--- config.mk ---
export PLATFORM = sky130hd
export DESIGN_NAME = cc_frame_sync
export DESIGN_NICKNAME = d
export VERILOG_FILES = /design/src/source/cc_pkg.sv /design/src/source/cc_frame_sync.sv
export SDC_FILE = /design/constraint.sdc
export NUM_CORES = 1
export LEC_CHECK = 0
export ABC_AREA = 1
export BUFFER_PORTS_ARGS = -buffer_cell sky130_fd_sc_hd__buf_2
export CORE_UTILIZATION = 29
export CTS_CLUSTER_DIAMETER = 120
export DETAILED_ROUTE_END_ITERATION = 10
export PLACE_DENSITY = 0.59
export SKIP_LAST_GASP = 1
export SLEW_MARGIN = 40
export SYNTH_ARGS = -nofsm -noshare
export SYNTH_HDL_FRONTEND = slang
export SYNTH_SLANG_ARGS = --single-unit
--- constraint.sdc ---
create_clock -name clk_i -period 1.3 [get_ports clk_i]
set_clock_uncertainty 0.05 [all_clocks]
set_input_delay 0.39 -clock clk_i [delete_from_list [all_inputs] [get_ports clk_i]]
set_output_delay 0.39 -clock clk_i [all_outputs]
set_load 0.005 [all_outputs]
--- src/source/cc_pkg.sv ---
package cc_pkg;

  typedef logic [9:0] px_t; // one colour channel.

  typedef struct packed {
    px_t r;
    px_t g;
    px_t b;
  } rgb_t;

  typedef logic signed [15:0] coef_t; // q5.10.
  typedef logic signed [11:0] offs_t;

  // row index is the output channel.
  typedef struct packed {
    coef_t c00;
    coef_t c01;
    coef_t c02;
    coef_t c10;
    coef_t c11;
    coef_t c12;
    coef_t c20;
    coef_t c21;
    coef_t c22;
    offs_t offs_r;
    offs_t offs_g;
    offs_t offs_b;
    logic  bypass;
  } cc_cfg_t;

  typedef struct packed {
    logic tuser; // start of frame.
    logic tlast; // end of line.
  } side_t;

  localparam logic [3:0] REG_COEF_0   = 4'd0;
  localparam logic [3:0] REG_COEF_1   = 4'd1;
  localparam logic [3:0] REG_COEF_2   = 4'd2;
  localparam logic [3:0] REG_COEF_3   = 4'd3;
  localparam logic [3:0] REG_COEF_4   = 4'd4;
  localparam logic [3:0] REG_COEF_5   = 4'd5;
  localparam logic [3:0] REG_COEF_6   = 4'd6;
  localparam logic [3:0] REG_COEF_7   = 4'd7;
  localparam logic [3:0] REG_COEF_8   = 4'd8;
  localparam logic [3:0] REG_OFFS_R   = 4'd9;
  localparam logic [3:0] REG_OFFS_G   = 4'd10;
  localparam logic [3:0] REG_OFFS_B   = 4'd11;
  localparam logic [3:0] REG_CTRL     = 4'd12;
  localparam logic [3:0] REG_FRAMES   = 4'd13;
  localparam logic [3:0] REG_LINE_LEN = 4'd14;

  localparam cc_cfg_t CFG_IDENTITY = '{
    c00: 16'sd1024, c01: 16'sd0, c02: 16'sd0,
    c10: 16'sd0, c11: 16'sd1024, c12: 16'sd0,
    c20: 16'sd0, c21: 16'sd0, c22: 16'sd1024,
    offs_r: 12'sd0, offs_g: 12'sd0, offs_b: 12'sd0,
    bypass: 1'b0
  };

endpackage
--- src/source/cc_frame_sync.sv ---
`timescale 1ns/1ps

module cc_frame_sync (
  input                   clk_i,
  input                   rst_i,
  input  cc_pkg::cc_cfg_t shadow_i,
  input                   commit_i,
  input                   beat_i,
  input                   sof_i,
  output cc_pkg::cc_cfg_t active_o
);

typedef enum logic {
  s_idle,
  s_pending
} state_t;

state_t          state_q;
cc_pkg::cc_cfg_t pending_q;
cc_pkg::cc_cfg_t active_q;
logic            sof_beat;

assign sof_beat = beat_i && sof_i;

always_ff @( posedge clk_i ) begin
  if( rst_i ) begin
    state_q  <= s_idle;
    active_q <= cc_pkg::CFG_IDENTITY;
  end else begin
    case( state_q )
      s_idle: begin
        if( commit_i )
          state_q <= s_pending;
      end
      s_pending: begin
        if( sof_beat ) begin
          active_q <= pending_q;
          // a commit in the same cycle waits for the next frame.
          state_q  <= commit_i ? s_pending : s_idle;
        end
      end
      default: state_q <= s_idle;
    endcase
  end
end

// a later commit simply overwrites the captured copy.
always_ff @( posedge clk_i ) begin
  if( commit_i )
    pending_q <= shadow_i;
end

assign active_o = active_q;

endmodule

## Word level (Yosys, flattened, before mapping)

Index checks and enable logic that the tools add are counted.

| storage, ports and cells | value |
|---|---|
| output and inout bits | 181 |
| register bits after elaboration | 363 |
| input port bits | 186 |

| operators by class | value |
|---|---|
| mux-type cells | 3 |
| bitwise logic cells | 1 |
| reductions and logical operators | 2 |

Operators by type and width:

| operator | number |
|---|---|
| 1-bit two-way mux | 2 |
| 1-bit case mux with 2 select lines | 1 |
| 2-bit AND reduction | 1 |
| 1-bit logical AND | 1 |
| 1-bit NOT | 1 |

## Longest topological paths before layout

| depth | value |
|---|---|
| depth in word-level cells | 3 |
| gate-level depth with buffers | 6 |

## Least setup slack after synthesis

No wires, ideal clock.

| timing path | value |
|---|---|
| kind | input port to flip-flop |
| from | input beat_i |
| to | register active_q (netlist bit active_o[111]) |
| arrival | 0.957 ns |
| library setup time | 0.134 ns |
| path buffers | 2 |
| path slack | 0.159 ns |
| stages | 5 |
| cells stage by stage | nand3_2 -> buf_2 -> buf_2 -> nand2_1 -> nand3_1 |

| on the way | value |
|---|---|
| longest elaborated chain between the ends | 2 |

Ends and longest elaborated chain:

| element | line | RTL |
|---|---|---|
| start: declaration | cc_frame_sync.sv:8 | `input beat_i,` |
| 1-bit logical AND | cc_frame_sync.sv:23 | `assign sof_beat = beat_i && sof_i;` |
| 2-bit AND reduction (no source line) | -- |  |
| end signal: assignment | cc_frame_sync.sv:28 | `active_q <= cc_pkg::CFG_IDENTITY;` |
| end signal: assignment | cc_frame_sync.sv:37 | `active_q <= pending_q;` |
| end: declaration | cc_frame_sync.sv:20 | `cc_pkg::cc_cfg_t active_q;` |

No other way between the ends.
A chain may end at the register's enable or synchronous reset.

## Worst setup path after layout

| timing path | value |
|---|---|
| from | register active_q (netlist bit active_o[4]) |
| to | output active_o[4] in the netlist's numbering |

RTL lines:

| element | line | RTL |
|---|---|---|
| end: declaration | cc_frame_sync.sv:10 | `output cc_pkg::cc_cfg_t active_o` |

No word-level cell between the ends.

==> flow_metrics.tcl <==
set metrics [dict create \
    ioPinCount 367 \
    insertion_delay_ns 0.54 \
    die_h_um 212 \
    worst_ir_drop_vdd_mv 1.03 \
    max_stage_delay_ns 0.36 \
    cp_num_buf_inv 1 \
    fin_nets 2117 \
    clock-sinks 363 \
    crit_path_max_fanout 2 \
    synth_area_mm2 0.0128 \
    drt_pass1_iterations 4 \
    power_mw 26.1 \
    cts_buffers 40 \
    holdWs_ns 0.0460 \
    grt_pass1_vias 10207 \
    cap_violations 0 \
    period_minus_slack_ns 1.46 \
    cp_data_arrival_time_ns 1.02 \
    final_area_mm2 0.0199 \
    antenna_found_initial 1 \
    cts_buffer_depth 3 \
    initial_core_util 0.295 \
    setup_slack_ns -0.158 \
    slew_viol_final 0 \
    ys_types 12 \
    crit_path_end_kind "output port" \
    fillCellCount 3942 \
    cts_root_buf "clkbuf_16" \
    ys_seq_area_frac 0.711 \
    design.core.area_mm2 0.0433 \
    max_slew.worst_pin.slew_ns 0.248 \
    rows 76 \
    drt_iter0_drc 424 \
    grt_overflow 0 \
    place_hpwl_mm 21.5 \
    hold_viol_final 0 \
    drtAntennaViolNets 0 \
    rsz0062_at_grt "true" \
    area_delta_synth_final_pct 56.1 \
    critPathTopFamily "flip-flops" \
    crit_path_cell_trace "buf_6" \
    placed_area_mm2 0.0157 \
    routabilityCongestion 0.754 \
    grt_pass1_wl_mm 51.6 \
    worst_ep_required_time_ns 0.86 \
    cts_max_level 2 \
    grt_usage 0.146 \
    critPathKind "flip-flop to output port" \
    finalCritPeriodShare 1.12 \
    final_common_cell "nand2_1" \
    vias 10100 \
    synthesis.nets 1513 \
    slew_headroom 0.834 \
    hold_class "primary input to flip-flop" \
    port_buffers 366 \
    ys_warn_count 0 \
    dieArea_mm2 0.0449 \
    p_leak_nw 9.57 \
    final_cell_mix "nand2_1 (363), nor2_1 (358), buf_2 (237)" \
    start_kind "flip-flop" \
    cellPowerDensity_mw_per_mm2 1310 \
    postSynthAreaPerCell_um2 9.62 \
    drc 0 \
    fmax_mhz 686 \
    slowest_stage "dfxtp_4" \
    finish.utilization 0.460 \
    viasPerCell 3.96 \
    status "finished with violations" \
    synth_cells 1327 \
    setup_viol 181 \
    drt-total-wl_mm 33.6 \
    layout-drive-gt1-share 0.348 \
    grt_max_degree 40 \
    ys_seq_elements 363 \
    clkTransAtPathRegs_ns 0.06 \
    post_drt_wl_per_cell_um 13.2 \
    cts_tree "yes" \
    violations "setup timing" \
    die_w_um 212 \
]
layer usage:
metal / vias up / GRT usage / routed length, µm
met3: 65 / 0.0562 / 3000
met5: - / 0 / 0
met4: 0 / 0.0642 / 992
li1: 5191 / - / -
met2: 311 / 0.246 / 15900
met1: 4533 / 0.163 / 13700
cell usage after synthesis:
library cell	n	share of area
inv_1	179	0.053
inv_2	1	0.00029
nand3_2	1	0.00078
buf_4	1	0.00059
clkbuf_1	13	0.0038
dfxtp_1	182	0.29
nand3_1	3	0.0012
buf_2	44	0.017
a21oi_1	1	0.00039
nand2_1	363	0.11
nor2_1	358	0.11
edfxtp_1	181	0.43
logic make-up (layout without fill, tap and decap cells):
logic type             Yosys count  in the layout  share of synthesized area
AND/OR/NAND/NOR                725            725                      0.214
flip-flops                     363            363                      0.711
buffers and inverters          238            873                     0.0746
AO/OA/AOI/OAI                    1              1                   0.000392
other                            0              1                          0
worst paths after layout:
path | start | endpoint | slack, ns | depth (start not counted)
worst max-delay path | active_o[4] | active_o[4] | -0.16 | 1
worst min register to register | pending_q[59] | active_o[59] | 0.40 | 2
worst min-delay path | rst_i | state_q | 0.05 | 2
worst max register to register | state_q | active_o[95] | 0.09 | 6
power by group:
part           internal [mW]  leakage, nW  switching, mW
sequential              12.8         3.33          0.296
clock                   6.24        0.614           4.50
combinational           1.27         5.63          0.989
total                   20.3         9.57           5.79
area by class of cell:
cell class	count	area [µm²]	area share
multi-input cells	726	2740	0.138
clock inverters	17	120	0.00603
repair buffers	620	5210	0.262
inverters	180	681	0.0342
clock buffers	56	1120	0.0563
flip-flops and latches	363	9310	0.467
diodes	1	2.50	0.000126
well taps	585	732	0.0367
per-stage QoR:
step / setup TNS (ns) / instances / worst slack (ns)
global route: -29.92 / 2548 / -0.204
finish: -21.08 / 2548 / -0.158
detailed placement: -5.34 / 2269 / -0.0800
floorplan: 0 / 1327 / 0.159
global placement: -3.25 / 2269 / -0.0686
CTS: -29.45 / 2528 / -0.207
sequential cells by signal (all words and copies together), names as in the netlist:
signal,cells
active_o,181
pending_q,181
state_q,1
repair_timing:
item | 4_1_cts | 5_1_grt
buffers inserted | 5 | 19
hold buffers | 181 | 0
endpoints found under the setup margin | 181 | 194
gates resized for setup | 270 | 46
cloned | 0 | 0
endpoints found under the hold margin | 181 | 0
(Power assumes the default switching activity.)
