--- src/source/cc_pkg.sv ---
package cc_pkg;

  typedef logic [9:0] px_t; // one colour channel.

  typedef struct packed {
    px_t r;
    px_t g;
    px_t b;
  } rgb_t;

  typedef logic signed [15:0] coef_t; // q5.10.
  typedef logic signed [11:0] offs_t;

  // row index is the output channel.
  typedef struct packed {
    coef_t c00;
    coef_t c01;
    coef_t c02;
    coef_t c10;
    coef_t c11;
    coef_t c12;
    coef_t c20;
    coef_t c21;
    coef_t c22;
    offs_t offs_r;
    offs_t offs_g;
    offs_t offs_b;
    logic  bypass;
  } cc_cfg_t;

  typedef struct packed {
    logic tuser; // start of frame.
    logic tlast; // end of line.
  } side_t;

  localparam logic [3:0] REG_COEF_0   = 4'd0;
  localparam logic [3:0] REG_COEF_1   = 4'd1;
  localparam logic [3:0] REG_COEF_2   = 4'd2;
  localparam logic [3:0] REG_COEF_3   = 4'd3;
  localparam logic [3:0] REG_COEF_4   = 4'd4;
  localparam logic [3:0] REG_COEF_5   = 4'd5;
  localparam logic [3:0] REG_COEF_6   = 4'd6;
  localparam logic [3:0] REG_COEF_7   = 4'd7;
  localparam logic [3:0] REG_COEF_8   = 4'd8;
  localparam logic [3:0] REG_OFFS_R   = 4'd9;
  localparam logic [3:0] REG_OFFS_G   = 4'd10;
  localparam logic [3:0] REG_OFFS_B   = 4'd11;
  localparam logic [3:0] REG_CTRL     = 4'd12;
  localparam logic [3:0] REG_FRAMES   = 4'd13;
  localparam logic [3:0] REG_LINE_LEN = 4'd14;

  localparam cc_cfg_t CFG_IDENTITY = '{
    c00: 16'sd1024, c01: 16'sd0, c02: 16'sd0,
    c10: 16'sd0, c11: 16'sd1024, c12: 16'sd0,
    c20: 16'sd0, c21: 16'sd0, c22: 16'sd1024,
    offs_r: 12'sd0, offs_g: 12'sd0, offs_b: 12'sd0,
    bypass: 1'b0
  };

endpackage
--- src/source/cc_stream_stats.sv ---
`timescale 1ns/1ps

module cc_stream_stats #(
  parameter int CNT_WIDTH = 16
)(
  input                          clk_i,
  input                          rst_i,
  input                          xfer_i,
  input  cc_pkg::side_t          side_i,
  output logic [CNT_WIDTH - 1:0] frames_o,
  output logic [CNT_WIDTH - 1:0] line_len_o
);

logic [CNT_WIDTH - 1:0] pix_cnt_q;

always_ff @( posedge clk_i ) begin
  if( rst_i ) begin
    pix_cnt_q  <= '0;
    line_len_o <= '0;
    frames_o   <= '0;
  end else if( xfer_i ) begin
    if( side_i.tlast ) begin
      line_len_o <= pix_cnt_q + CNT_WIDTH'( 1 ); // count includes the tlast beat.
      pix_cnt_q  <= '0;
    end else begin
      pix_cnt_q <= pix_cnt_q + CNT_WIDTH'( 1 );
    end
    if( side_i.tuser )
      frames_o <= frames_o + CNT_WIDTH'( 1 );
  end
end

endmodule

--- config.mk ---
export PLATFORM = sky130hd
export DESIGN_NAME = cc_stream_stats
export DESIGN_NICKNAME = d
export VERILOG_FILES = /design/src/source/cc_pkg.sv /design/src/source/cc_stream_stats.sv
export SDC_FILE = /design/constraint.sdc
export NUM_CORES = 1
export LEC_CHECK = 0
export BUFFER_PORTS_ARGS = -buffer_cell sky130_fd_sc_hd__buf_4
export CORE_ASPECT_RATIO = 1.5
export CORE_MARGIN = 5
export CORE_UTILIZATION = 40
export CTS_CLUSTER_DIAMETER = 100
export DETAILED_ROUTE_END_ITERATION = 10
export PLACE_DENSITY = 0.68
export SYNTH_ARGS = -nofsm -noshare
export SYNTH_HDL_FRONTEND = slang
export SYNTH_SLANG_ARGS = --single-unit
--- constraint.sdc ---
create_clock -name clk_i -period 2.7 [get_ports clk_i]
set_clock_uncertainty 0.05 [all_clocks]
set_input_delay 0.27 -clock clk_i [delete_from_list [all_inputs] [get_ports clk_i]]
set_output_delay 0.27 -clock clk_i [all_outputs]
set_load 0.02 [all_outputs]
Word-level counts from Yosys, hierarchy flattened
Index checks and enable logic that the tools add are counted.

Add/sub/neg operators: 2. Muxes and demuxes: 1. Reductions and logical operators: 2.

Operator list (number): $add A16 B1 Y16 const B (2); $mux W16 (1); $reduce_and A2 Y1 (2).

Flip-flop bits (word level): 48. Input port bits: 5. Output and inout port bits: 32. Logic and storage cells: 8.

Depth between registers and ports, before layout
Depth in word-level cells: 2. Mapped depth: 6. Depth with buffers taken out: 5.

Worst setup path after synthesis
OpenSTA, ideal clock, no wires.

Path type: register -> register. Start point: register frames_o[2]. End point: register frames_o[15]. Setup time: 70 ps. Arrival: 1715 ps. Required time: 2580 ps. Setup slack: 865 ps. Cell stages (with the launch flop): 6. Buffers on the path: 1. Clock period less this slack: 1835 ps. Cell sequence: dfxtp_1 > nand3_2 > or4_1 > buf_2 > or3_1 > a21oi_1.

Cells in the longest elaborated chain, start to end: 1.

Ends and longest elaborated chain: start, declared (line cc_stream_stats.sv:10) `output logic [CNT_WIDTH - 1:0] frames_o,`; start signal, assigned (line cc_stream_stats.sv:29) `frames_o <= frames_o + CNT_WIDTH'( 1 );`; $add A16 B1 Y16 (line cc_stream_stats.sv:29).

Every way passes these cells. A chain may end at the register's enable or synchronous reset.

Worst setup path in the final report
Start point: register pix_cnt_q[7]. End point: register pix_cnt_q[13].

Cells in the longest elaborated chain, start to end: 2.

Ends and longest elaborated chain: start, declared (line cc_stream_stats.sv:14) `logic [CNT_WIDTH - 1:0] pix_cnt_q;`; start signal, assigned (line cc_stream_stats.sv:26) `pix_cnt_q <= pix_cnt_q + CNT_WIDTH'( 1 );`; $add A16 B1 Y16 (line cc_stream_stats.sv:26); $mux W16 (line cc_stream_stats.sv:22) `if( side_i.tlast ) begin`.

Every way passes these cells.

==> out/qor.yml <==
global_routing:
  grt_pass1_wl_mm: 8.83
  gr-usage-all-layers_pct: 15.1
  antenna_found_initial: 0
  grt_pass1_vias: 1976
  grt_overflow_total: 0
  grt_max_degree: 40
power_and_ir_drop:
  ir_drop_mv: 0.344
  p_sw_share_pct: 25.7
  pwr_density_cell_nw_per_um2: 488
  switchingPower_mw: 0.328
  p_clk_share_pct: 33.9
  leakage_nw: 0.928
  combinationalPowerShare_pct: 8.6
  power.internal_mw: 0.948
  power_frac_seq_pct: 57.6
route:
  drt-vias-per-instance: 5.48
  totalWireLength_mm: 5.09
  drcViolationCount: 0
  route.vias.total: 2017
  wl_per_cell_microns: 13.8
  ant_nets: 0
  drtIter0Drc: 90
  first_pass_iters: 4
synthesis:
  synthDominantCellAreaShare_pct: 42.7
  synthTopCellsByArea: "dfxtp_1 43%, a21oi_1 6.5%, o21ai_0 5.8%, xor2_1 5.1%, nor2_1 4.0%"
  muxShareOfSynthArea_pct: 0
  synth.largest_area_cell: "dfxtp_1"
  synth_simple_gate_area_share_pct: 25.4
  async_flop_share_pct: 0
  yosysWarnings: 0
  synth_compound_area_share_pct: 17.3
  ys_seq_area_share_pct: 42.7
  synthDistinctLibCells: 33
  synth_edf_count: 0
  synth_common_cells: "48 x dfxtp_1, 29 x a21oi_1, 26 x o21ai_0"
  synth_top_family_by_area: "simple AND/OR/NAND/NOR gates"
  yosys.area_share.adder_pct: 1.11
  syn_area_sq_um: 2250
  ys_seq_elements: 48
  synth_most_common_cell: "dfxtp_1"
  syn_nets: 281
  synth_ff_type: "dfxtp_1"
  synth_cells: 274
  avgSynthCellArea_sq_um: 8.21
  synth-xor-area-share_pct: 8.96
timing:
  hold_ws_ns: 0.216
  fin_crit_ns: 1.91
  rsz0062_at_grt: "no"
  fmax_mhz: 522
  fin_crit_sh_pct: 70.9
  finalSetupViolCount: 0
  hold_viol_final: 0
  tightest_slew_ns: 0.588
  drv_slew: 0
  finalSetupTns_ns: 0
  maxSlewHeadroom_pct: 60.4
setup_path:
  max_stage_delay_ns: 0.58
  critPathLaunchType: "register"
  r2r-start: "pix_cnt_q[7]"
  crit_slowest_cell: "or4_4"
  path_cells: "nand4_1, or4_4, or3_1, a31oi_1"
  arrival_ns: 2.10
  crit_required_ns: 2.88
  crit_family: "simple AND/OR/NAND/NOR gates"
  startpoint: "pix_cnt_q[7]"
  cp.buffers_inverters: 0
  crit_fanout: 9
  crit_path_end_kind: "register"
  critPathKind: "register to register"
cts:
  cts_buffers: 5
  ctsResizeCount: 0
  cts_sinks: 48
  hold_buffers: 0
  clk_path_buf_depth: 2
  cts_max_level: 2
  post_cts_buffers: 0
  clk_pin_slew_ns: 0.09
  clk_latency_ns: 0.30
  cts_tree: "yes"
  cts_root_buf: "clkbuf_8"
placement:
  dp.cells: 360
  place_hpwl_mm: 3.52
  port_buffers: 36
  gp_congestion: 0.818
die:
  io_pins: 37
  start_util_pct: 41.3
  row_count: 33
  die_y_microns: 102
  core_area_sq_um: 5450
  die_x_microns: 71.2
  die_area_sq_um: 7250
layout:
  fin_nets: 304
  area_growth_syn_to_layout_pct: 16.4
  n_antenna_cell: 0
  drive_gt1_share_pct: 16.8
  final_cells: 368
  utilization_pct: 48.0
hold_path:
  hp-class: "primary input to register"
  hp-start: "side_i[1]"
run:
  maxCapViolations: 0
run_status:
  status: "finished clean"
-- power by group through the flow --
stage                     logic [mW]  registers, mW  clock network, mW
final                          0.109          0.734              0.432
after global routing           0.121          0.737              0.478
after CTS                      0.111          0.735              0.452
after detailed placement       0.110          0.751                  0
after global placement         0.109          0.750                  0
after floorplan               0.0495          0.768                  0
-- routing by layer --
metal | GRT usage, % | part of all wire (%) | vias up | wire, microns
li1 | - | - | 1025 | -
met1 | 17.3 | 43 | 932 | 2190
met2 | 26.0 | 50 | 47 | 2540
met3 | 3.94 | 4.6 | 13 | 235
met4 | 7.09 | 2.5 | 0 | 125
met5 | 0 | 0 | - | 0
-- cells in the final DEF, fill, tap and decap left out --
master	Yosys	routed
or4_1	1	1
buf_4	0	37
a32o_1	3	3
xnor2_1	10	10
or3b_2	2	2
a31oi_1	7	7
nand3b_1	2	2
nand4_2	1	1
and3_1	3	3
clkbuf_1	14	1
o21ai_0	26	26
nor4_1	2	2
nand4_1	9	9
a21oi_1	29	29
or3_1	13	13
a41oi_1	1	1
nand3_2	1	1
ha_1	2	2
and2_1	3	3
clkinvlp_4	0	1
nand3_1	10	10
xor2_1	13	13
clkbuf_8	0	5
nor3b_1	1	1
and4_1	4	4
and4_2	1	1
nor3_1	7	7
dfxtp_1	48	48
nand2_1	20	20
clkinv_4	0	1
inv_1	4	4
or4_4	1	1
nor2_1	24	24
or2b_1	1	1
a211oi_1	4	4
-- sequential cells by signal (all words and copies together), names as in the netlist --
register,flops
frames_o,16
line_len_o,16
pix_cnt_q,16
-- worst min-delay path: stages --
cell and delay (ns):
buf_4 0.13, nand3_1 0.07, a21oi_1 0.05
-- kinds of logic after synthesis --
kind of cell	count (synthesis)
AND/OR/NAND/NOR	106
AO/OA/AOI/OAI	70
flip-flops	48
buffers and inverters	25
XOR/XNOR	23
adder cells (fa/ha/maj)	2
-- stage by stage --
stage                     setup slack [ns]  cell area, sq um  total power [mW]
after detailed placement             0.833              2530             0.861
after floorplan                      0.865              2250             0.818
after global placement               0.880              2530             0.860
final                                0.785              2620              1.28
after CTS                            0.804              2620              1.30
after global routing                 0.671              2620              1.34
-- area by class of cell --
| class | instances | area (sq um) |
|---|---|---|
| Inverter | 4 | 15.0 |
| Sequential cell | 48 | 961 |
| Tap cell | 70 | 87.6 |
| Multi-Input combinational cell | 201 | 1190 |
| Clock buffer | 6 | 72.6 |
| Fill cell | 575 | 2830 |
| Timing Repair Buffer | 37 | 278 |
| Clock inverter | 2 | 16.3 |
-- final timing paths --
path	cells after the start	slack [ns]	endpoint
hold reg to reg	2	0.41	line_len_o[1]
setup / recovery	4	0.79	pix_cnt_q[13]
setup reg to reg	4	0.79	pix_cnt_q[13]
hold / removal	3	0.22	frames_o[1]
Note: power is estimated with default switching activity, not from simulation.
