==> config.mk <==
export PLATFORM = sky130hd
export DESIGN_NAME = cc_matrix_pipe
export DESIGN_NICKNAME = d
export VERILOG_FILES = /design/src/source/cc_pkg.sv /design/src/source/cc_matrix_pipe.sv
export SDC_FILE = /design/constraint.sdc
export NUM_CORES = 2
export LEC_CHECK = 0
export BUFFER_PORTS_ARGS = -buffer_cell sky130_fd_sc_hd__buf_4
export CAP_MARGIN = 15
export CORE_MARGIN = 2
export CORE_UTILIZATION = 40
export CTS_BUF_LIST = sky130_fd_sc_hd__clkbuf_16
export CTS_CLUSTER_DIAMETER = 150
export CTS_CLUSTER_SIZE = 20
export DETAILED_ROUTE_END_ITERATION = 12
export SYNTH_ARGS = -nofsm -noshare
export SYNTH_HDL_FRONTEND = slang
export SYNTH_SLANG_ARGS = --single-unit
==> constraint.sdc <==
create_clock -name clk_i -period 29 [get_ports clk_i]
set_clock_uncertainty 0.05 [all_clocks]
set_input_delay 4.35 -clock clk_i [delete_from_list [all_inputs] [get_ports clk_i]]
set_output_delay 4.35 -clock clk_i [all_outputs]
set_load 0.03 [all_outputs]
==> src/source/cc_pkg.sv <==
package cc_pkg;

  typedef logic [9:0] px_t; // one colour channel.

  typedef struct packed {
    px_t r;
    px_t g;
    px_t b;
  } rgb_t;

  typedef logic signed [15:0] coef_t; // q5.10.
  typedef logic signed [11:0] offs_t;

  // row index is the output channel.
  typedef struct packed {
    coef_t c00;
    coef_t c01;
    coef_t c02;
    coef_t c10;
    coef_t c11;
    coef_t c12;
    coef_t c20;
    coef_t c21;
    coef_t c22;
    offs_t offs_r;
    offs_t offs_g;
    offs_t offs_b;
    logic  bypass;
  } cc_cfg_t;

  typedef struct packed {
    logic tuser; // start of frame.
    logic tlast; // end of line.
  } side_t;

  localparam logic [3:0] REG_COEF_0   = 4'd0;
  localparam logic [3:0] REG_COEF_1   = 4'd1;
  localparam logic [3:0] REG_COEF_2   = 4'd2;
  localparam logic [3:0] REG_COEF_3   = 4'd3;
  localparam logic [3:0] REG_COEF_4   = 4'd4;
  localparam logic [3:0] REG_COEF_5   = 4'd5;
  localparam logic [3:0] REG_COEF_6   = 4'd6;
  localparam logic [3:0] REG_COEF_7   = 4'd7;
  localparam logic [3:0] REG_COEF_8   = 4'd8;
  localparam logic [3:0] REG_OFFS_R   = 4'd9;
  localparam logic [3:0] REG_OFFS_G   = 4'd10;
  localparam logic [3:0] REG_OFFS_B   = 4'd11;
  localparam logic [3:0] REG_CTRL     = 4'd12;
  localparam logic [3:0] REG_FRAMES   = 4'd13;
  localparam logic [3:0] REG_LINE_LEN = 4'd14;

  localparam cc_cfg_t CFG_IDENTITY = '{
    c00: 16'sd1024, c01: 16'sd0, c02: 16'sd0,
    c10: 16'sd0, c11: 16'sd1024, c12: 16'sd0,
    c20: 16'sd0, c21: 16'sd0, c22: 16'sd1024,
    offs_r: 12'sd0, offs_g: 12'sd0, offs_b: 12'sd0,
    bypass: 1'b0
  };

endpackage
==> src/source/cc_matrix_pipe.sv <==
`timescale 1ns/1ps

module cc_matrix_pipe #(
  parameter int  FRACT_WIDTH = 10,
  parameter type side_type   = cc_pkg::side_t
)(
  input                   clk_i,
  input                   rst_i,
  input  cc_pkg::cc_cfg_t cfg_i,
  input                   in_valid_i,
  input  cc_pkg::rgb_t    in_px_i,
  input  side_type        in_side_i,
  output logic            in_ready_o,
  output logic            out_valid_o,
  output cc_pkg::rgb_t    out_px_o,
  output side_type        out_side_o,
  input                   out_ready_i
);

localparam int PROD_W = $bits( cc_pkg::coef_t ) + $bits( cc_pkg::px_t ) + 1;
localparam int SUM_W  = PROD_W + 2;
localparam int ROUND  = 1 << ( FRACT_WIDTH - 1 );
localparam int PX_MAX = ( 1 << $bits( cc_pkg::px_t ) ) - 1;

logic                       adv;
cc_pkg::coef_t              coef       [3][3];
cc_pkg::px_t                px_col     [3];
logic                       s1_valid_q;
cc_pkg::rgb_t               s1_px_q;
side_type                   s1_side_q;
logic                       s2_valid_q;
logic signed [PROD_W - 1:0] s2_prod_q  [3][3];
cc_pkg::offs_t              s2_offs_q  [3];
logic                       s2_bypass_q;
cc_pkg::rgb_t               s2_px_q;
side_type                   s2_side_q;
logic                       s3_valid_q;
cc_pkg::rgb_t               s3_px_q;
side_type                   s3_side_q;
cc_pkg::rgb_t               corr_px;

// sum, round, offset and clamp one output channel.
function automatic cc_pkg::px_t calc_chan(
  input logic signed [PROD_W - 1:0] p0,
  input logic signed [PROD_W - 1:0] p1,
  input logic signed [PROD_W - 1:0] p2,
  input cc_pkg::offs_t              offs
);
  logic signed [SUM_W - 1:0] sum;
  logic signed [SUM_W - 1:0] val;
  sum = SUM_W'( p0 ) + SUM_W'( p1 ) + SUM_W'( p2 );
  val = ( sum + SUM_W'( ROUND ) ) >>> FRACT_WIDTH;
  val = val + SUM_W'( offs );
  if( val < 0 )
    return '0;
  else if( val > PX_MAX )
    return cc_pkg::px_t'( PX_MAX );
  else
    return val[$bits( cc_pkg::px_t ) - 1:0];
endfunction

assign adv        = !s3_valid_q || out_ready_i; // single enable for every stage.
assign in_ready_o = adv;

assign coef[0][0] = cfg_i.c00;
assign coef[0][1] = cfg_i.c01;
assign coef[0][2] = cfg_i.c02;
assign coef[1][0] = cfg_i.c10;
assign coef[1][1] = cfg_i.c11;
assign coef[1][2] = cfg_i.c12;
assign coef[2][0] = cfg_i.c20;
assign coef[2][1] = cfg_i.c21;
assign coef[2][2] = cfg_i.c22;

assign px_col[0] = s1_px_q.r;
assign px_col[1] = s1_px_q.g;
assign px_col[2] = s1_px_q.b;

always_ff @( posedge clk_i ) begin
  if( rst_i ) begin
    s1_valid_q <= 1'b0;
    s2_valid_q <= 1'b0;
    s3_valid_q <= 1'b0;
  end else if( adv ) begin
    s1_valid_q <= in_valid_i;
    s2_valid_q <= s1_valid_q;
    s3_valid_q <= s2_valid_q;
  end
end

always_ff @( posedge clk_i ) begin
  if( adv ) begin
    s1_px_q   <= in_px_i;
    s1_side_q <= in_side_i;
    for( int r = 0; r < 3; r++ ) begin
      for( int c = 0; c < 3; c++ )
        s2_prod_q[r][c] <= coef[r][c] * $signed( { 1'b0, px_col[c] } );
    end
    s2_offs_q[0] <= cfg_i.offs_r;
    s2_offs_q[1] <= cfg_i.offs_g;
    s2_offs_q[2] <= cfg_i.offs_b;
    s2_bypass_q  <= cfg_i.bypass; // taken with the products.
    s2_px_q      <= s1_px_q;
    s2_side_q    <= s1_side_q;
    s3_px_q      <= s2_bypass_q ? s2_px_q : corr_px;
    s3_side_q    <= s2_side_q;
  end
end

always_comb begin
  corr_px.r = calc_chan( s2_prod_q[0][0], s2_prod_q[0][1], s2_prod_q[0][2], s2_offs_q[0] );
  corr_px.g = calc_chan( s2_prod_q[1][0], s2_prod_q[1][1], s2_prod_q[1][2], s2_offs_q[1] );
  corr_px.b = calc_chan( s2_prod_q[2][0], s2_prod_q[2][1], s2_prod_q[2][2], s2_offs_q[2] );
end

assign out_valid_o = s3_valid_q;
assign out_px_o    = s3_px_q;
assign out_side_o  = s3_side_q;

endmodule

=== Yosys cells after proc, flatten, opt, wreduce, memory -nomap -nowiden ===
Memories as Yosys holds them, arrays and structs flattened.
Index checks and enable logic that the tools add are counted.

* Input bits: 217
* Memory bits (writable): 279
* Memories kept: 2
* Bits in registers: 100

{| class="wikitable"
|+ Memory list
! memory !! depth !! bits a word !! read ports !! clocked after memory_dff !! write ports !! RTL line !! source
|-
| s2_prod_q || 3 || 81 || 3 || 0 || 3 || cc_matrix_pipe.sv:32 || <nowiki>logic signed [PROD_W - 1:0] s2_prod_q [3][3];</nowiki>
|-
| s2_offs_q || 3 || 12 || 3 || 0 || 3 || cc_matrix_pipe.sv:33 || <nowiki>cc_pkg::offs_t s2_offs_q [3];</nowiki>
|}

* Reduce and logical (&&, ||, !) cells: 2
* Mux-type cells: 9
* Multipliers: 9
* Add/sub/neg operators: 12
* Magnitude comparators: 6

{| class="wikitable"
|+ Operators by type and width
! operator !! count
|-
| $mul A16 B11 Y27 || 9
|-
| $add A28 B27 Y29 || 3
|-
| $add A29 B11 Y29 const B || 3
|-
| $add A27 B27 Y28 || 3
|-
| $add A19 B12 Y20 || 3
|-
| $gt A20 B11 Y1 const B || 3
|-
| $lt A20 B1 Y1 const B || 3
|-
| $mux W10 || 6
|-
| $mux W30 || 1
|-
| $mux W1 || 2
|-
| $logic_not A1 Y1 || 1
|-
| $logic_or A1 B1 Y1 || 1
|}

=== Depth between registers and ports, before layout ===
An unclocked memory read counts as a cell.

* Depth after elaboration: 9
* Gate-level depth with buffers: 26
* Depth with buffers taken out: 26

=== Least setup slack after synthesis ===
Ideal clock, no wire load.

* Path type: input -> output
* From: input out_ready_i
* To: output in_ready_o
* Slack: 10984 ps
* Arrival time: 13616 ps
* Required time: 24600 ps
* Stages: 1
* Buffers on the path: 0
* Path through: nand2b_1

* Word-level cells in the longest chain between the ends: 1

{| class="wikitable"
|+ RTL lines
! item !! RTL line !! source
|-
| start, declared || cc_matrix_pipe.sv:17 || <nowiki>input out_ready_i</nowiki>
|-
| $logic_or A1 B1 Y1 || cc_matrix_pipe.sv:62 || <nowiki>assign adv = !s3_valid_q || out_ready_i;</nowiki>
|-
| end, declared || cc_matrix_pipe.sv:13 || <nowiki>output logic in_ready_o,</nowiki>
|}

Every way passes these cells.

==> impl_metrics.toml <==
[timing]
rsz0062_at_grt = "false"
fin_setup_tns_ns = 0
max_freq_mhz = 100.7
slew_viol_final = 0
report.final.setup_viol = 0
hold_viol = 0
timing.final.crit_share_pct = 34.25
relSlewSlack_pct = 24.79
layout_min_cycle_time_ns = 9.933
tightest_slew_ns = 1.119

[cts]
cts_max_level = 1
clock_latency_ns = 0.69
cts_buffers = 28
path_clk_slew_ns = 0.09
cts-root-buf = "clkbuf_16"
hold_buffers = 0
cts_tree = "done"
ctsLongestPathBuffers = 3
cts_setup_buffers = 0
ctsResizeCount = 0
cts_sinks = 379

[critical_path]
crit_arrival_ns = 10.32
r2r-start = "px_col[12]"
cp_max_fo = 10
crit_path_start_kind = "primary input"
cp-startpoint = "cfg_i[108]"
end_kind = "flip-flop"
crit_required_ns = 29.38
criticalPathCategory = "primary input to flip-flop"

[synth]
ys_warn_count = 0
synthTopCellsByArea = "fa_1 38%, edfxtp_1 15%, ha_1 13%, inv_1 8.5%, and2_1 7.2%"
netlist.area_leader.share_pct = 37.58
ys_ff_latch = 379
synthFlopType = "edfxtp_1"
syn-num-nets = 9917
synth_cells = 7548
synth-async-reset-ratio_pct = 0
synth_seq_area_share_pct = 15.37
avgSynthCellArea_um2 = 9.782
synth_cell_types = 68
synth_top_area_cell = "fa_1"
syn_area_mm2 = 0.07383
synth_edf_count = 376

[finish]
fin_nets = 9952
fillers = 17790
drive_above_1_share_pct = 4.714
syn2layout_area_growth_pct = 6.985

[die]
die_h_um = 433.6
io_pins = 251
rows = 157
coreArea_mm2 = 0.1833
die_x_um = 433.6
die_area_mm2 = 0.1880
start_util_pct = 40.28

[drt]
drc = 0
routedWlPerCell_um = 18.40
viasPerCell = 4.986
first_iter_violations = 2493
ant_nets = 0
dr_total_vias = 50260
wirelength_um = 185400
first_pass_iters = 5

[placed_design]
port_buffers = 250
hpwlAfterDp_um = 151400
place_congestion = 0.8731

[global_routing]
grt_antenna_before_repair = 34
grt_first_pass_wirelength_um = 301700
overflow = 0
grt_pass1_vias = 54940
grt_max_degree = 141
grt_usage_pct = 20.51

[flow_run]
maxCapViolations = 0

[status]
outcome = "finished, final reports clean"

[hold_path]
hp-start = "s1_side_q[1]"
min_path_type = "flip-flop to flip-flop"
metal layers:
layer | part of all wire (%) | vias up | GRT usage, % | wire length [um]
met5 | 0.047 | - | 0 | 87
met4 | 3.5 | 16 | 6.803 | 6423
met3 | 5.2 | 201 | 2.855 | 9656
met2 | 48 | 1056 | 34.71 | 89640
met1 | 43 | 25730 | 26.99 | 79610
li1 | - | 23250 | - | -
state kept, by name, indices dropped and copies added (netlist names):
register / flops
out_px_o: 30
out_side_o: 2
out_valid_o: 1
px_col: 30
s1_side_q: 2
s1_valid_q: 1
s2_bypass_q: 1
s2_offs_q: 36
s2_prod_q: 243
s2_px_q: 30
s2_side_q: 2
s2_valid_q: 1
per-stage QoR:
step                      worst slack, ns  hold slack (ns)  instance area, um^2  std cells  utilization (%)
after floorplan                     10.98           0.3503                73830       7548                -
after global placement              18.50           0.3535                78040      10020            42.58
after detailed placement            18.51           0.3583                78040      10020            42.58
after CTS                           19.23           0.3793                78940      10060            43.07
after global routing                18.88           0.3813                78980      10080            43.09
final                               19.07           0.3793                78990      10080            43.10
area by class of cell:
| type | count | area (um^2) | area share (%) |
|---|---|---|---|
| multi-input cells | 5215 | 55150 | 69.82 |
| clock inverters | 13 | 171.4 | 0.2170 |
| repair buffers | 290 | 2190 | 2.772 |
| diodes | 20 | 50.05 | 0.06336 |
| inverters | 1669 | 6265 | 7.931 |
| clock buffers | 29 | 725.7 | 0.9187 |
| flip-flops and latches | 379 | 11350 | 14.37 |
| well taps | 2464 | 3083 | 3.903 |
critical path, cell delays in order:
cell      delay [ns]
buf_4           0.14
nand2_1         0.08
fa_1            0.57
inv_1           0.06
fa_1            0.49
inv_1           0.05
fa_1            0.54
inv_1           0.05
fa_1            0.48
inv_1           0.06
fa_1            0.47
inv_1           0.04
ha_1            0.32
a211o_1         0.30
or2_2           0.30
a31oi_1         0.38
o2111a_1        0.30
o31ai_1         0.13
o41ai_1         0.65
o21ai_0         0.23
a21oi_1         0.23
xnor2_1         0.08
Yosys cell counts (all sizes together) (43+ instances only):
| cell | number |
|---|---|
| clkbuf | 276 |
| nand3 | 43 |
| nor2 | 185 |
| xor2 | 77 |
| o21a | 57 |
| xnor2 | 241 |
| and2 | 847 |
| nand2 | 716 |
| o21ai | 121 |
| a21o | 79 |
| nor3 | 61 |
| inv | 1669 |
| fa | 1386 |
| a21oi | 218 |
| ha | 766 |
| edfxtp | 376 |
cell families (layout without fill, tap and decap cells):
kind of cell / Yosys count / count (layout) / share of synthesized area, %
adders and majority gates: 2152 / 2152 / 50.56
and+or+nand+nor: 2022 / 2022 / 13.98
buffers and inverters: 1954 / 2001 / 9.934
AOI/OAI and AO/OA: 716 / 716 / 6.286
DFF: 379 / 379 / 15.37
xor gates and xnor gates: 318 / 318 / 3.772
muxes: 7 / 7 / 0.09490
other: 0 / 20 / 0
cell usage in the layout, fill, tap and decap left out, types with 8 or more instances in the layout:
| cell | n |
|---|---|
| inv_1 | 1669 |
| fa_1 | 1386 |
| and2_1 | 847 |
| ha_1 | 766 |
| nand2_1 | 716 |
| edfxtp_1 | 376 |
| buf_4 | 289 |
| xnor2_1 | 241 |
| a21oi_1 | 218 |
| nor2_1 | 185 |
| o21ai_0 | 121 |
| a21o_1 | 79 |
| xor2_1 | 77 |
| nor3_1 | 59 |
| o21a_1 | 57 |
| nand3_1 | 43 |
| nor2b_1 | 41 |
| a211oi_1 | 40 |
| nand2b_1 | 39 |
| a31oi_1 | 36 |
| clkbuf_16 | 29 |
| o211ai_1 | 23 |
| o21bai_1 | 22 |
| or3_1 | 21 |
| diode_2 | 20 |
| and3_1 | 19 |
| a21boi_0 | 17 |
| o31ai_1 | 14 |
| nand4_1 | 13 |
| or2_2 | 10 |
| a31o_2 | 10 |
| a2111oi_0 | 8 |
path summary, 6_finish.rpt:
path / to / slack, ns / cells past startpoint
worst min register to register: s2_side_q[1] / 0.38 / 0
worst max-delay path: s2_prod_q[1][53] / 19.07 / 22
worst max register to register: s2_prod_q[1][53] / 21.87 / 22
worst min-delay path: s2_side_q[1] / 0.38 / 0
Power is not shown: default switching activity piles up to over one toggle a cycle in this logic, so the estimate is an artifact.
