--- src/source/cc_pkg.sv ---
package cc_pkg;

  typedef logic [9:0] px_t; // one colour channel.

  typedef struct packed {
    px_t r;
    px_t g;
    px_t b;
  } rgb_t;

  typedef logic signed [15:0] coef_t; // q5.10.
  typedef logic signed [11:0] offs_t;

  // row index is the output channel.
  typedef struct packed {
    coef_t c00;
    coef_t c01;
    coef_t c02;
    coef_t c10;
    coef_t c11;
    coef_t c12;
    coef_t c20;
    coef_t c21;
    coef_t c22;
    offs_t offs_r;
    offs_t offs_g;
    offs_t offs_b;
    logic  bypass;
  } cc_cfg_t;

  typedef struct packed {
    logic tuser; // start of frame.
    logic tlast; // end of line.
  } side_t;

  localparam logic [3:0] REG_COEF_0   = 4'd0;
  localparam logic [3:0] REG_COEF_1   = 4'd1;
  localparam logic [3:0] REG_COEF_2   = 4'd2;
  localparam logic [3:0] REG_COEF_3   = 4'd3;
  localparam logic [3:0] REG_COEF_4   = 4'd4;
  localparam logic [3:0] REG_COEF_5   = 4'd5;
  localparam logic [3:0] REG_COEF_6   = 4'd6;
  localparam logic [3:0] REG_COEF_7   = 4'd7;
  localparam logic [3:0] REG_COEF_8   = 4'd8;
  localparam logic [3:0] REG_OFFS_R   = 4'd9;
  localparam logic [3:0] REG_OFFS_G   = 4'd10;
  localparam logic [3:0] REG_OFFS_B   = 4'd11;
  localparam logic [3:0] REG_CTRL     = 4'd12;
  localparam logic [3:0] REG_FRAMES   = 4'd13;
  localparam logic [3:0] REG_LINE_LEN = 4'd14;

  localparam cc_cfg_t CFG_IDENTITY = '{
    c00: 16'sd1024, c01: 16'sd0, c02: 16'sd0,
    c10: 16'sd0, c11: 16'sd1024, c12: 16'sd0,
    c20: 16'sd0, c21: 16'sd0, c22: 16'sd1024,
    offs_r: 12'sd0, offs_g: 12'sd0, offs_b: 12'sd0,
    bypass: 1'b0
  };

endpackage
--- src/source/cc_csr.sv ---
`timescale 1ns/1ps

module cc_csr #(
  parameter int CNT_WIDTH = 16
)(
  input                          clk_i,
  input                          rst_i,
  input                          csr_wr_i,
  input                          csr_rd_i,
  input        [3:0]             csr_addr_i,
  input        [31:0]            csr_wdata_i,
  input        [CNT_WIDTH - 1:0] frames_i,
  input        [CNT_WIDTH - 1:0] line_len_i,
  output cc_pkg::cc_cfg_t        shadow_o,
  output logic                   commit_o,
  output logic [31:0]            csr_rdata_o,
  output logic                   csr_rvalid_o
);

cc_pkg::cc_cfg_t shadow_q;
logic [31:0]     rd_word;

always_ff @( posedge clk_i ) begin
  if( rst_i ) begin
    shadow_q <= cc_pkg::CFG_IDENTITY;
    commit_o <= 1'b0;
  end else begin
    commit_o <= csr_wr_i && ( csr_addr_i == cc_pkg::REG_CTRL ); // same edge as bypass.
    if( csr_wr_i ) begin
      case( csr_addr_i )
        cc_pkg::REG_COEF_0: shadow_q.c00    <= csr_wdata_i[15:0];
        cc_pkg::REG_COEF_1: shadow_q.c01    <= csr_wdata_i[15:0];
        cc_pkg::REG_COEF_2: shadow_q.c02    <= csr_wdata_i[15:0];
        cc_pkg::REG_COEF_3: shadow_q.c10    <= csr_wdata_i[15:0];
        cc_pkg::REG_COEF_4: shadow_q.c11    <= csr_wdata_i[15:0];
        cc_pkg::REG_COEF_5: shadow_q.c12    <= csr_wdata_i[15:0];
        cc_pkg::REG_COEF_6: shadow_q.c20    <= csr_wdata_i[15:0];
        cc_pkg::REG_COEF_7: shadow_q.c21    <= csr_wdata_i[15:0];
        cc_pkg::REG_COEF_8: shadow_q.c22    <= csr_wdata_i[15:0];
        cc_pkg::REG_OFFS_R: shadow_q.offs_r <= csr_wdata_i[11:0];
        cc_pkg::REG_OFFS_G: shadow_q.offs_g <= csr_wdata_i[11:0];
        cc_pkg::REG_OFFS_B: shadow_q.offs_b <= csr_wdata_i[11:0];
        cc_pkg::REG_CTRL:   shadow_q.bypass <= csr_wdata_i[0];
        default: ;
      endcase
    end
  end
end

// signed fields are sign extended, counters zero extended.
always_comb begin
  case( csr_addr_i )
    cc_pkg::REG_COEF_0:   rd_word = 32'( shadow_q.c00 );
    cc_pkg::REG_COEF_1:   rd_word = 32'( shadow_q.c01 );
    cc_pkg::REG_COEF_2:   rd_word = 32'( shadow_q.c02 );
    cc_pkg::REG_COEF_3:   rd_word = 32'( shadow_q.c10 );
    cc_pkg::REG_COEF_4:   rd_word = 32'( shadow_q.c11 );
    cc_pkg::REG_COEF_5:   rd_word = 32'( shadow_q.c12 );
    cc_pkg::REG_COEF_6:   rd_word = 32'( shadow_q.c20 );
    cc_pkg::REG_COEF_7:   rd_word = 32'( shadow_q.c21 );
    cc_pkg::REG_COEF_8:   rd_word = 32'( shadow_q.c22 );
    cc_pkg::REG_OFFS_R:   rd_word = 32'( shadow_q.offs_r );
    cc_pkg::REG_OFFS_G:   rd_word = 32'( shadow_q.offs_g );
    cc_pkg::REG_OFFS_B:   rd_word = 32'( shadow_q.offs_b );
    cc_pkg::REG_CTRL:     rd_word = 32'( shadow_q.bypass );
    cc_pkg::REG_FRAMES:   rd_word = 32'( frames_i );
    cc_pkg::REG_LINE_LEN: rd_word = 32'( line_len_i );
    default:              rd_word = 32'd0;
  endcase
end

always_ff @( posedge clk_i ) begin
  if( rst_i )
    csr_rvalid_o <= 1'b0;
  else
    csr_rvalid_o <= csr_rd_i;
end

always_ff @( posedge clk_i ) begin
  if( csr_rd_i )
    csr_rdata_o <= rd_word;
end

assign shadow_o = shadow_q;

endmodule

--- config.mk ---
export PLATFORM = sky130hd
export DESIGN_NAME = cc_csr
export DESIGN_NICKNAME = d
export VERILOG_FILES = /design/src/source/cc_pkg.sv /design/src/source/cc_csr.sv
export SDC_FILE = /design/constraint.sdc
export NUM_CORES = 1
export LEC_CHECK = 0
export ABC_AREA = 1
export BUFFER_PORTS_ARGS = -buffer_cell sky130_fd_sc_hd__buf_2
export CAP_MARGIN = 0
export CORE_MARGIN = 5
export CORE_UTILIZATION = 25
export CTS_CLUSTER_SIZE = 30
export DETAILED_ROUTE_END_ITERATION = 7
export PLACE_DENSITY_LB_ADDON = 0.12
export SYNTH_ARGS = -nofsm -noshare
export SYNTH_HDL_FRONTEND = slang
export SYNTH_SLANG_ARGS = --single-unit
--- constraint.sdc ---
create_clock -name clk_i -period 2.7 [get_ports clk_i]
set_clock_uncertainty 0.15 [all_clocks]
set_input_delay 0.135 -clock clk_i [delete_from_list [all_inputs] [get_ports clk_i]]
set_output_delay 0.135 -clock clk_i [all_outputs]
set_load 0.01 [all_outputs]
-- Word level (Yosys, flattened, before mapping)
Cells that the tools add are included.
- register bits: 215
- input bits: 72
- output and inout bits: 215
- equality and inequality tests: 14
- multiplexer cells: 1
- reduce and logical (&&, ||, !) cells: 15
- operators by type and width (operator ; count):
    $pmux 32 s15 ; 1
    $eq 4x4->1 const B ; 7
    $reduce_and 2->1 ; 13
    $eq 4x3->1 const B ; 4
    $eq 4x2->1 const B ; 2
    $eq 4x1->1 const B ; 1
    $logic_not 4->1 ; 1
    $logic_and 1x1->1 ; 1

-- Depth between registers and ports, before layout
Gate-level depths: netlist (run 1).
- word-level depth: 2
- depth in mapped cells: 11
- depth with buffers taken out: 9

-- Least setup slack after synthesis (run 1)
Ideal clock, no wire load.
- path kind: input-to-reg
- from: in csr_addr_i[2]
- to: reg csr_rdata_o[10], data pin
- library setup time: 130 ps
- data arrival time: 1183 ps
- data required time: 2420 ps
- setup slack: 1238 ps
- stages: 11
- cell sequence: buf_4 -> inv_1 -> nor2_1 -> buf_2 -> buf_2 -> nand3_1 -> nand2_1 -> inv_1 -> nand2_1 -> nor2_1 -> nand2_1
- longest elaborated chain between the ends: 2
- ends and longest elaborated chain (what ; line ; text):
    start: declaration ; cc_csr.sv:10 ; input [3:0] csr_addr_i,
    $eq 4x4->1 (tied with other cells) ; cc_csr.sv:52 ; case( csr_addr_i )
    $pmux 32 s15 * ; cc_csr.sv:52 ;
    named net rd_word[10] ; cc_csr.sv:21 ; logic [31:0] rd_word;
    end signal: assignment ; cc_csr.sv:81 ; csr_rdata_o <= rd_word;
    end: declaration ; cc_csr.sv:16 ; output logic [31:0] csr_rdata_o,
Mark *: on every way through the listed nets, which the timed path passes. The rest lies on a longest branch.
A chain may end at the register's enable or synchronous reset.

-- Worst setup path after layout (run 1)
- from: in csr_addr_i[0]
- to: reg csr_rdata_o[14], data pin
The elaborated chain is that of the path after synthesis.

==> results of run 1 <==
==> layout make-up <==
type / count / area (sq um) / area share, %
flip-flops and latches: 200 / 4170 / 34.8
clock buffers: 23 / 489 / 4.07
clock inverters: 9 / 113 / 0.938
well taps: 511 / 639 / 5.32
inverters: 143 / 537 / 4.47
multi-input cells: 930 / 4240 / 35.3
repair buffers: 322 / 1820 / 15.1
==> synth_stat cells <==
master	number	share of area, %
clkbuf_1	59	2.3
buf_1	7	0.28
nor2_1	37	1.5
buf_4	19	1.5
nor3_2	1	0.11
nor2_8	1	0.21
a21oi_1	178	9.3
inv_2	6	0.24
edfxtp_1	17	5.4
dfxtp_1	183	38
o21ai_0	59	3.1
nand3_1	272	14
nand2_2	1	0.066
inv_1	137	5.4
nor2_2	1	0.066
buf_2	42	2.2
nor2_4	5	0.59
nand3_2	1	0.11
nand3_4	1	0.18
nand2_1	368	14
nor3_1	5	0.26
==> metal layers <==
layer / vias up / global-route usage (%) / share of wire [%]
li1: 4946 / - / -
met1: 4783 / 30.2 / 46
met2: 337 / 34.3 / 46
met3: 41 / 3.59 / 5.6
met4: 2 / 5.33 / 1.8
met5: - / 0 / 0.021
==> kinds of logic after synthesis <==
group / Yosys count
and+or+nand+nor: 693
DFF: 200
AOI/OAI and AO/OA: 237
buffers and inverters: 270
==> through the flow <==
step | cell area [sq um] | setup WS (ns) | total power [W] | instances
3_3_place_gp | 11200 | 0.551 | 0.00380 | 2087
5_1_grt | 12000 | 0.570 | 0.00671 | 2138
6_report | 12000 | 0.722 | 0.00649 | 2138
4_1_cts | 12000 | 0.725 | 0.00655 | 2138
3_5_place_dp | 11200 | 0.549 | 0.00381 | 2087
2_1_floorplan | 9530 | 1.24 | 0.00349 | 1400
==> power by group through the flow <==
stage	Combinational, W	Sequential (W)	Clock, W
6_report	0.000654	0.00310	0.00274
5_1_grt	0.000705	0.00310	0.00290
4_1_cts	0.000661	0.00310	0.00279
3_5_place_dp	0.000640	0.00317	0
3_3_place_gp	0.000638	0.00317	0
2_1_floorplan	0.000311	0.00318	0
==> final timing paths <==
path / slack [ns] / to
worst max-delay path: 0.72 / csr_rdata_o[14]
worst min-delay path: 0.02 / shadow_o[176]
worst max register to register: 0.88 / csr_rdata_o[14]
worst min register to register: 0.32 / shadow_o[125]
==> sequential cells by signal (all words and copies together) (netlist names) <==
name          cells
shadow_o        181
csr_rdata_o      17
commit_o          1
csr_rvalid_o      1
==> worst reg2reg max path: stages, from the launching register on <==
cell and delay [ns]:
dfxtp_1 0.34, nand3_1 0.22, nand2_1 0.08, inv_1 0.06, nand2_1 0.04, nor2_1 0.10, nand2_1 0.05, dlygate4sd3_1 0.54
==> flow_metrics.tcl, run 1 <==
set metrics [dict create \
    status "complete, no violations" \
    irDropWorstVdd_v 0.000425 \
    synth_area_sq_um 9530 \
    p_int_w 0.00471 \
    grt_usage_pct 21.5 \
    overflow 0 \
    synthDistinctLibCells 21 \
    avgSynthCellArea_sq_um 6.81 \
    cts_buffer_depth 2 \
    seq_area_frac_synth_pct 43.8 \
    cts_tree "yes" \
    row_count 71 \
    fin_crit_ns 1.98 \
    rr_worst_depth 7 \
    slowest_delay_ns 0.54 \
    die_h_microns 205 \
    clock-root-buffer "clkbuf_16" \
    first_pass_iters 5 \
    muxShareOfSynthArea_pct 0 \
    hold_path_startpoint "csr_wdata_i[11]" \
    fp.dieW_microns 205 \
    crit_top_cell "nand2_1" \
    power.clock.fraction_pct 42.2 \
    path_class "input port to flop" \
    switching_share_pct 27.4 \
    drive_gt1_share_pct 21.6 \
    synth_nets 1472 \
    hold_ws_ns 0.0156 \
    p_sw_w 0.00178 \
    hp-class "input port to flop" \
    required_ns 2.75 \
    drt-total-wl_microns 46600 \
    path_delay_family "buffers and inverters" \
    ios 287 \
    detail_route.vias_per_cell 4.73 \
    cts_max_level 4 \
    wl_per_cell_microns 21.8 \
    final_common_cell "nand2_1" \
    vias 10100 \
    gp_congestion 0.841 \
    cp_num_buf_inv 5 \
    cts_setup_buffers 0 \
    synth_compound_area_share_pct 12.4 \
    cp-start-kind "input port" \
    cp.depth 11 \
    endpoint_kind "flop" \
    finalMaxSlewViolations 0 \
    grt_antenna_before_repair 2 \
    clock_sinks 200 \
    start_util_pct 25.3 \
    cts_buffers 17 \
    grt_first_pass_wirelength_microns 66200 \
    arrival_ns 2.03 \
    n_antenna_cell 0 \
    p_leak_nw 5.46 \
    period_share_pct 73.3 \
    tns_ns 0 \
    cp_slowest_cell "dlygate4sd3_1" \
    drcViolationCount 0 \
    finalHoldViolCount 0 \
    relSlewSlack_pct 43.7 \
    worstMarginPinSlew_ns 0.842 \
    rsz0062_at_grt "false" \
    clock_latency_ns 0.46 \
    clk_pin_slew_worst_paths_ns 0.08 \
    synth_seq_cells 200 \
    synth-xor-area-share_pct 0 \
    hpwlAfterDp_microns 33100 \
    min_path_cells 3 \
    core_sq_um 37700 \
    drt-initial-drc-count 759 \
    syn_to_final_growth_pct 26.0 \
    p_seq_share_pct 47.7 \
    die-area_sq_um 42100 \
    synth_top_family_by_area "simple AND/OR/NAND/NOR gates" \
    cts_resized 0 \
    syn-instance-count 1400 \
    cp_cell_sequence "buf_2, nand2_1, inv_2, buf_4, nand3_1, nand2_1, inv_1, nand2_1, nor2_1, nand2_1, dlygate4sd3_1" \
    ant_nets 0 \
    cap_violations 0 \
    yosys.area_share.simple_pct 31.8 \
    hold_buffers 19 \
    grt_start_max_net_pins 131 \
    fillers 4228 \
    synth_fa_ha_area_share_pct 0 \
    cp-startpoint "csr_addr_i[0]" \
    layout_common_cells "368 x nand2_1, 272 x nand3_1, 269 x buf_2" \
    cp_max_fo 14 \
    p_comb_share_pct 10.1 \
    reg2reg_from "shadow_o[12]" \
    ys_warn_count 0 \
    finalSetupViolCount 0 \
    numPortBuffers 270 \
    power-per-cell-area_nw_per_um2 540 \
    grt_pass1_vias 9504 \
    clock.fmax_ghz 0.505 \
    final_core_util_pct 31.9 \
    layout.nets 1686 \
]
(Power assumes the default switching activity.)
==> run 2: changes to the inputs <==
Clock period 2.7 ns to 2 ns, I/O delays scaled along.
==> flow_metrics.tcl, run 2 (same netlist as run 1, synthesis figures left out) <==
set metrics [dict create \
    power-per-cell-area_nw_per_um2 712 \
    cts_tree "yes" \
    cp-start-kind "flop" \
    worstMarginPinSlew_ns 0.677 \
    path_class "flop to flop" \
    final_common_cell "nand2_1" \
    core_sq_um 37700 \
    irDropWorstVdd_v 0.000565 \
    ios 287 \
    cap_violations 0 \
    clock.fmax_ghz 0.543 \
    gp_congestion 0.831 \
    clk_pin_slew_worst_paths_ns 0.08 \
    cts_buffer_depth 2 \
    path_delay_family "buffers and inverters" \
    fin_crit_ns 1.84 \
    grt_usage_pct 21.4 \
    min_path_cells 3 \
    rr_worst_depth 5 \
    layout_common_cells "368 x nand2_1, 272 x nand3_1, 269 x buf_2" \
    tns_ns 0 \
    numPortBuffers 270 \
    cp.depth 5 \
    cp_max_fo 3 \
    grt_antenna_before_repair 2 \
    detail_route.vias_per_cell 4.75 \
    grt_pass1_vias 9609 \
    cts_setup_buffers 0 \
    grt_first_pass_wirelength_microns 66100 \
    largest_reg_flops 181 \
    arrival_ns 1.90 \
    endpoint_kind "flop" \
    finalHoldViolCount 0 \
    cts_buffers 17 \
    die-area_sq_um 42100 \
    die_h_microns 205 \
    rsz0062_at_grt "false" \
    finalMaxSlewViolations 0 \
    clock_sinks 200 \
    vias 10300 \
    drt-initial-drc-count 794 \
    cp_cell_sequence "nand3_1, nand2_1, nor3_1, nand2_1, dlygate4sd3_1" \
    crit_top_cell "nand2_1" \
    clock-root-buffer "clkbuf_16" \
    drt-total-wl_microns 46200 \
    cts_resized 0 \
    cp_num_buf_inv 1 \
    status "complete, no violations" \
    required_ns 2.06 \
    start_util_pct 25.3 \
    finalSetupViolCount 0 \
    fillers 4173 \
    fp.dieW_microns 205 \
    final_core_util_pct 32.8 \
    cp_slowest_cell "dlygate4sd3_1" \
    slowest_delay_ns 0.56 \
    hp-class "input port to flop" \
    clock_latency_ns 0.45 \
    p_leak_nw 5.61 \
    layout.nets 1710 \
    overflow 0 \
    grt_start_max_net_pins 131 \
    row_count 71 \
    hpwlAfterDp_microns 33000 \
    wl_per_cell_microns 21.3 \
    period_share_pct 92.0 \
    relSlewSlack_pct 54.9 \
    cts_max_level 4 \
    first_pass_iters 5 \
    drive_gt1_share_pct 22.6 \
    ant_nets 0 \
    drcViolationCount 0 \
    syn_to_final_growth_pct 29.5 \
]
run 2: changes by cell type in the layout (fill, tap and decap cells not counted), sizes merged:
cell,delta
clkbuf,-5
dlygate4sd3,+6
clkinvlp,-2
buf,+18
clkinv,+1
diode,+1
inv,+6
run 2: per-stage QoR:
step / cell area (sq um) / total power [W] / instances / worst slack (ns) / hold WS (ns)
after floorplan: 9530 / 0.00471 / 1400 / 0.573 / 0.0570
after global placement: 11500 / 0.00518 / 2105 / 0.144 / 0.303
after detailed placement: 11500 / 0.00518 / 2105 / 0.119 / 0.305
after CTS: 12300 / 0.00891 / 2162 / 0.130 / 0.00604
after global routing: 12300 / 0.00912 / 2162 / 0.0891 / 0.0152
final: 12300 / 0.00879 / 2163 / 0.159 / 0.0212
run 2: layout make-up:
class,count,area (sq um),share of cell area (%)
sequential,200,4170,33.8
tap,511,639,5.18
multi-input combinational,930,4240,34.4
antenna,1,2.50,0.0203
timing repair buffer,346,2150,17.4
clock buffer,18,439,3.56
clock inverter,14,159,1.29
inverter,143,537,4.35
run 2: path summary, 6_finish.rpt:
| path | start | end | slack, ns |
|---|---|---|---|
| setup / recovery | shadow_o[163] | csr_rdata_o[14] | 0.16 |
| hold / removal | csr_wdata_i[8] | shadow_o[45] | 0.02 |
| setup reg to reg | shadow_o[163] | csr_rdata_o[14] | 0.16 |
| hold reg to reg | shadow_o[58] | shadow_o[58] | 0.32 |
run 2: metal layers:
metal,up-vias,share of wire [%],global-route usage [%]
li1,4987,-,-
met1,4858,44,29.7
met2,375,46,34.1
met3,53,7.1,4.08
met4,2,2.5,6.32
met5,-,0.028,0
run 2: where the power goes:
group          total, W  internal (W)  switching [W]  leakage [nW]
Sequential      0.00418       0.00411      0.0000655          1.65
Combinational  0.000937      0.000291       0.000646          3.66
Clock           0.00368       0.00192        0.00176         0.299
Total           0.00879       0.00632        0.00247          5.61
run 2: repair_timing:
action                                  4_1_cts  5_1_grt
endpoints found under the setup margin        0        0
hold buffers                                 25        0
endpoints found under the hold margin        99        0
run 2: worst reg2reg max path, cell delays in order, from the launching register on:
cell and delay [ns]:
dfxtp_1 0.40, nand3_1 0.16, nand2_1 0.07, nor3_1 0.19
nand2_1 0.08, dlygate4sd3_1 0.56
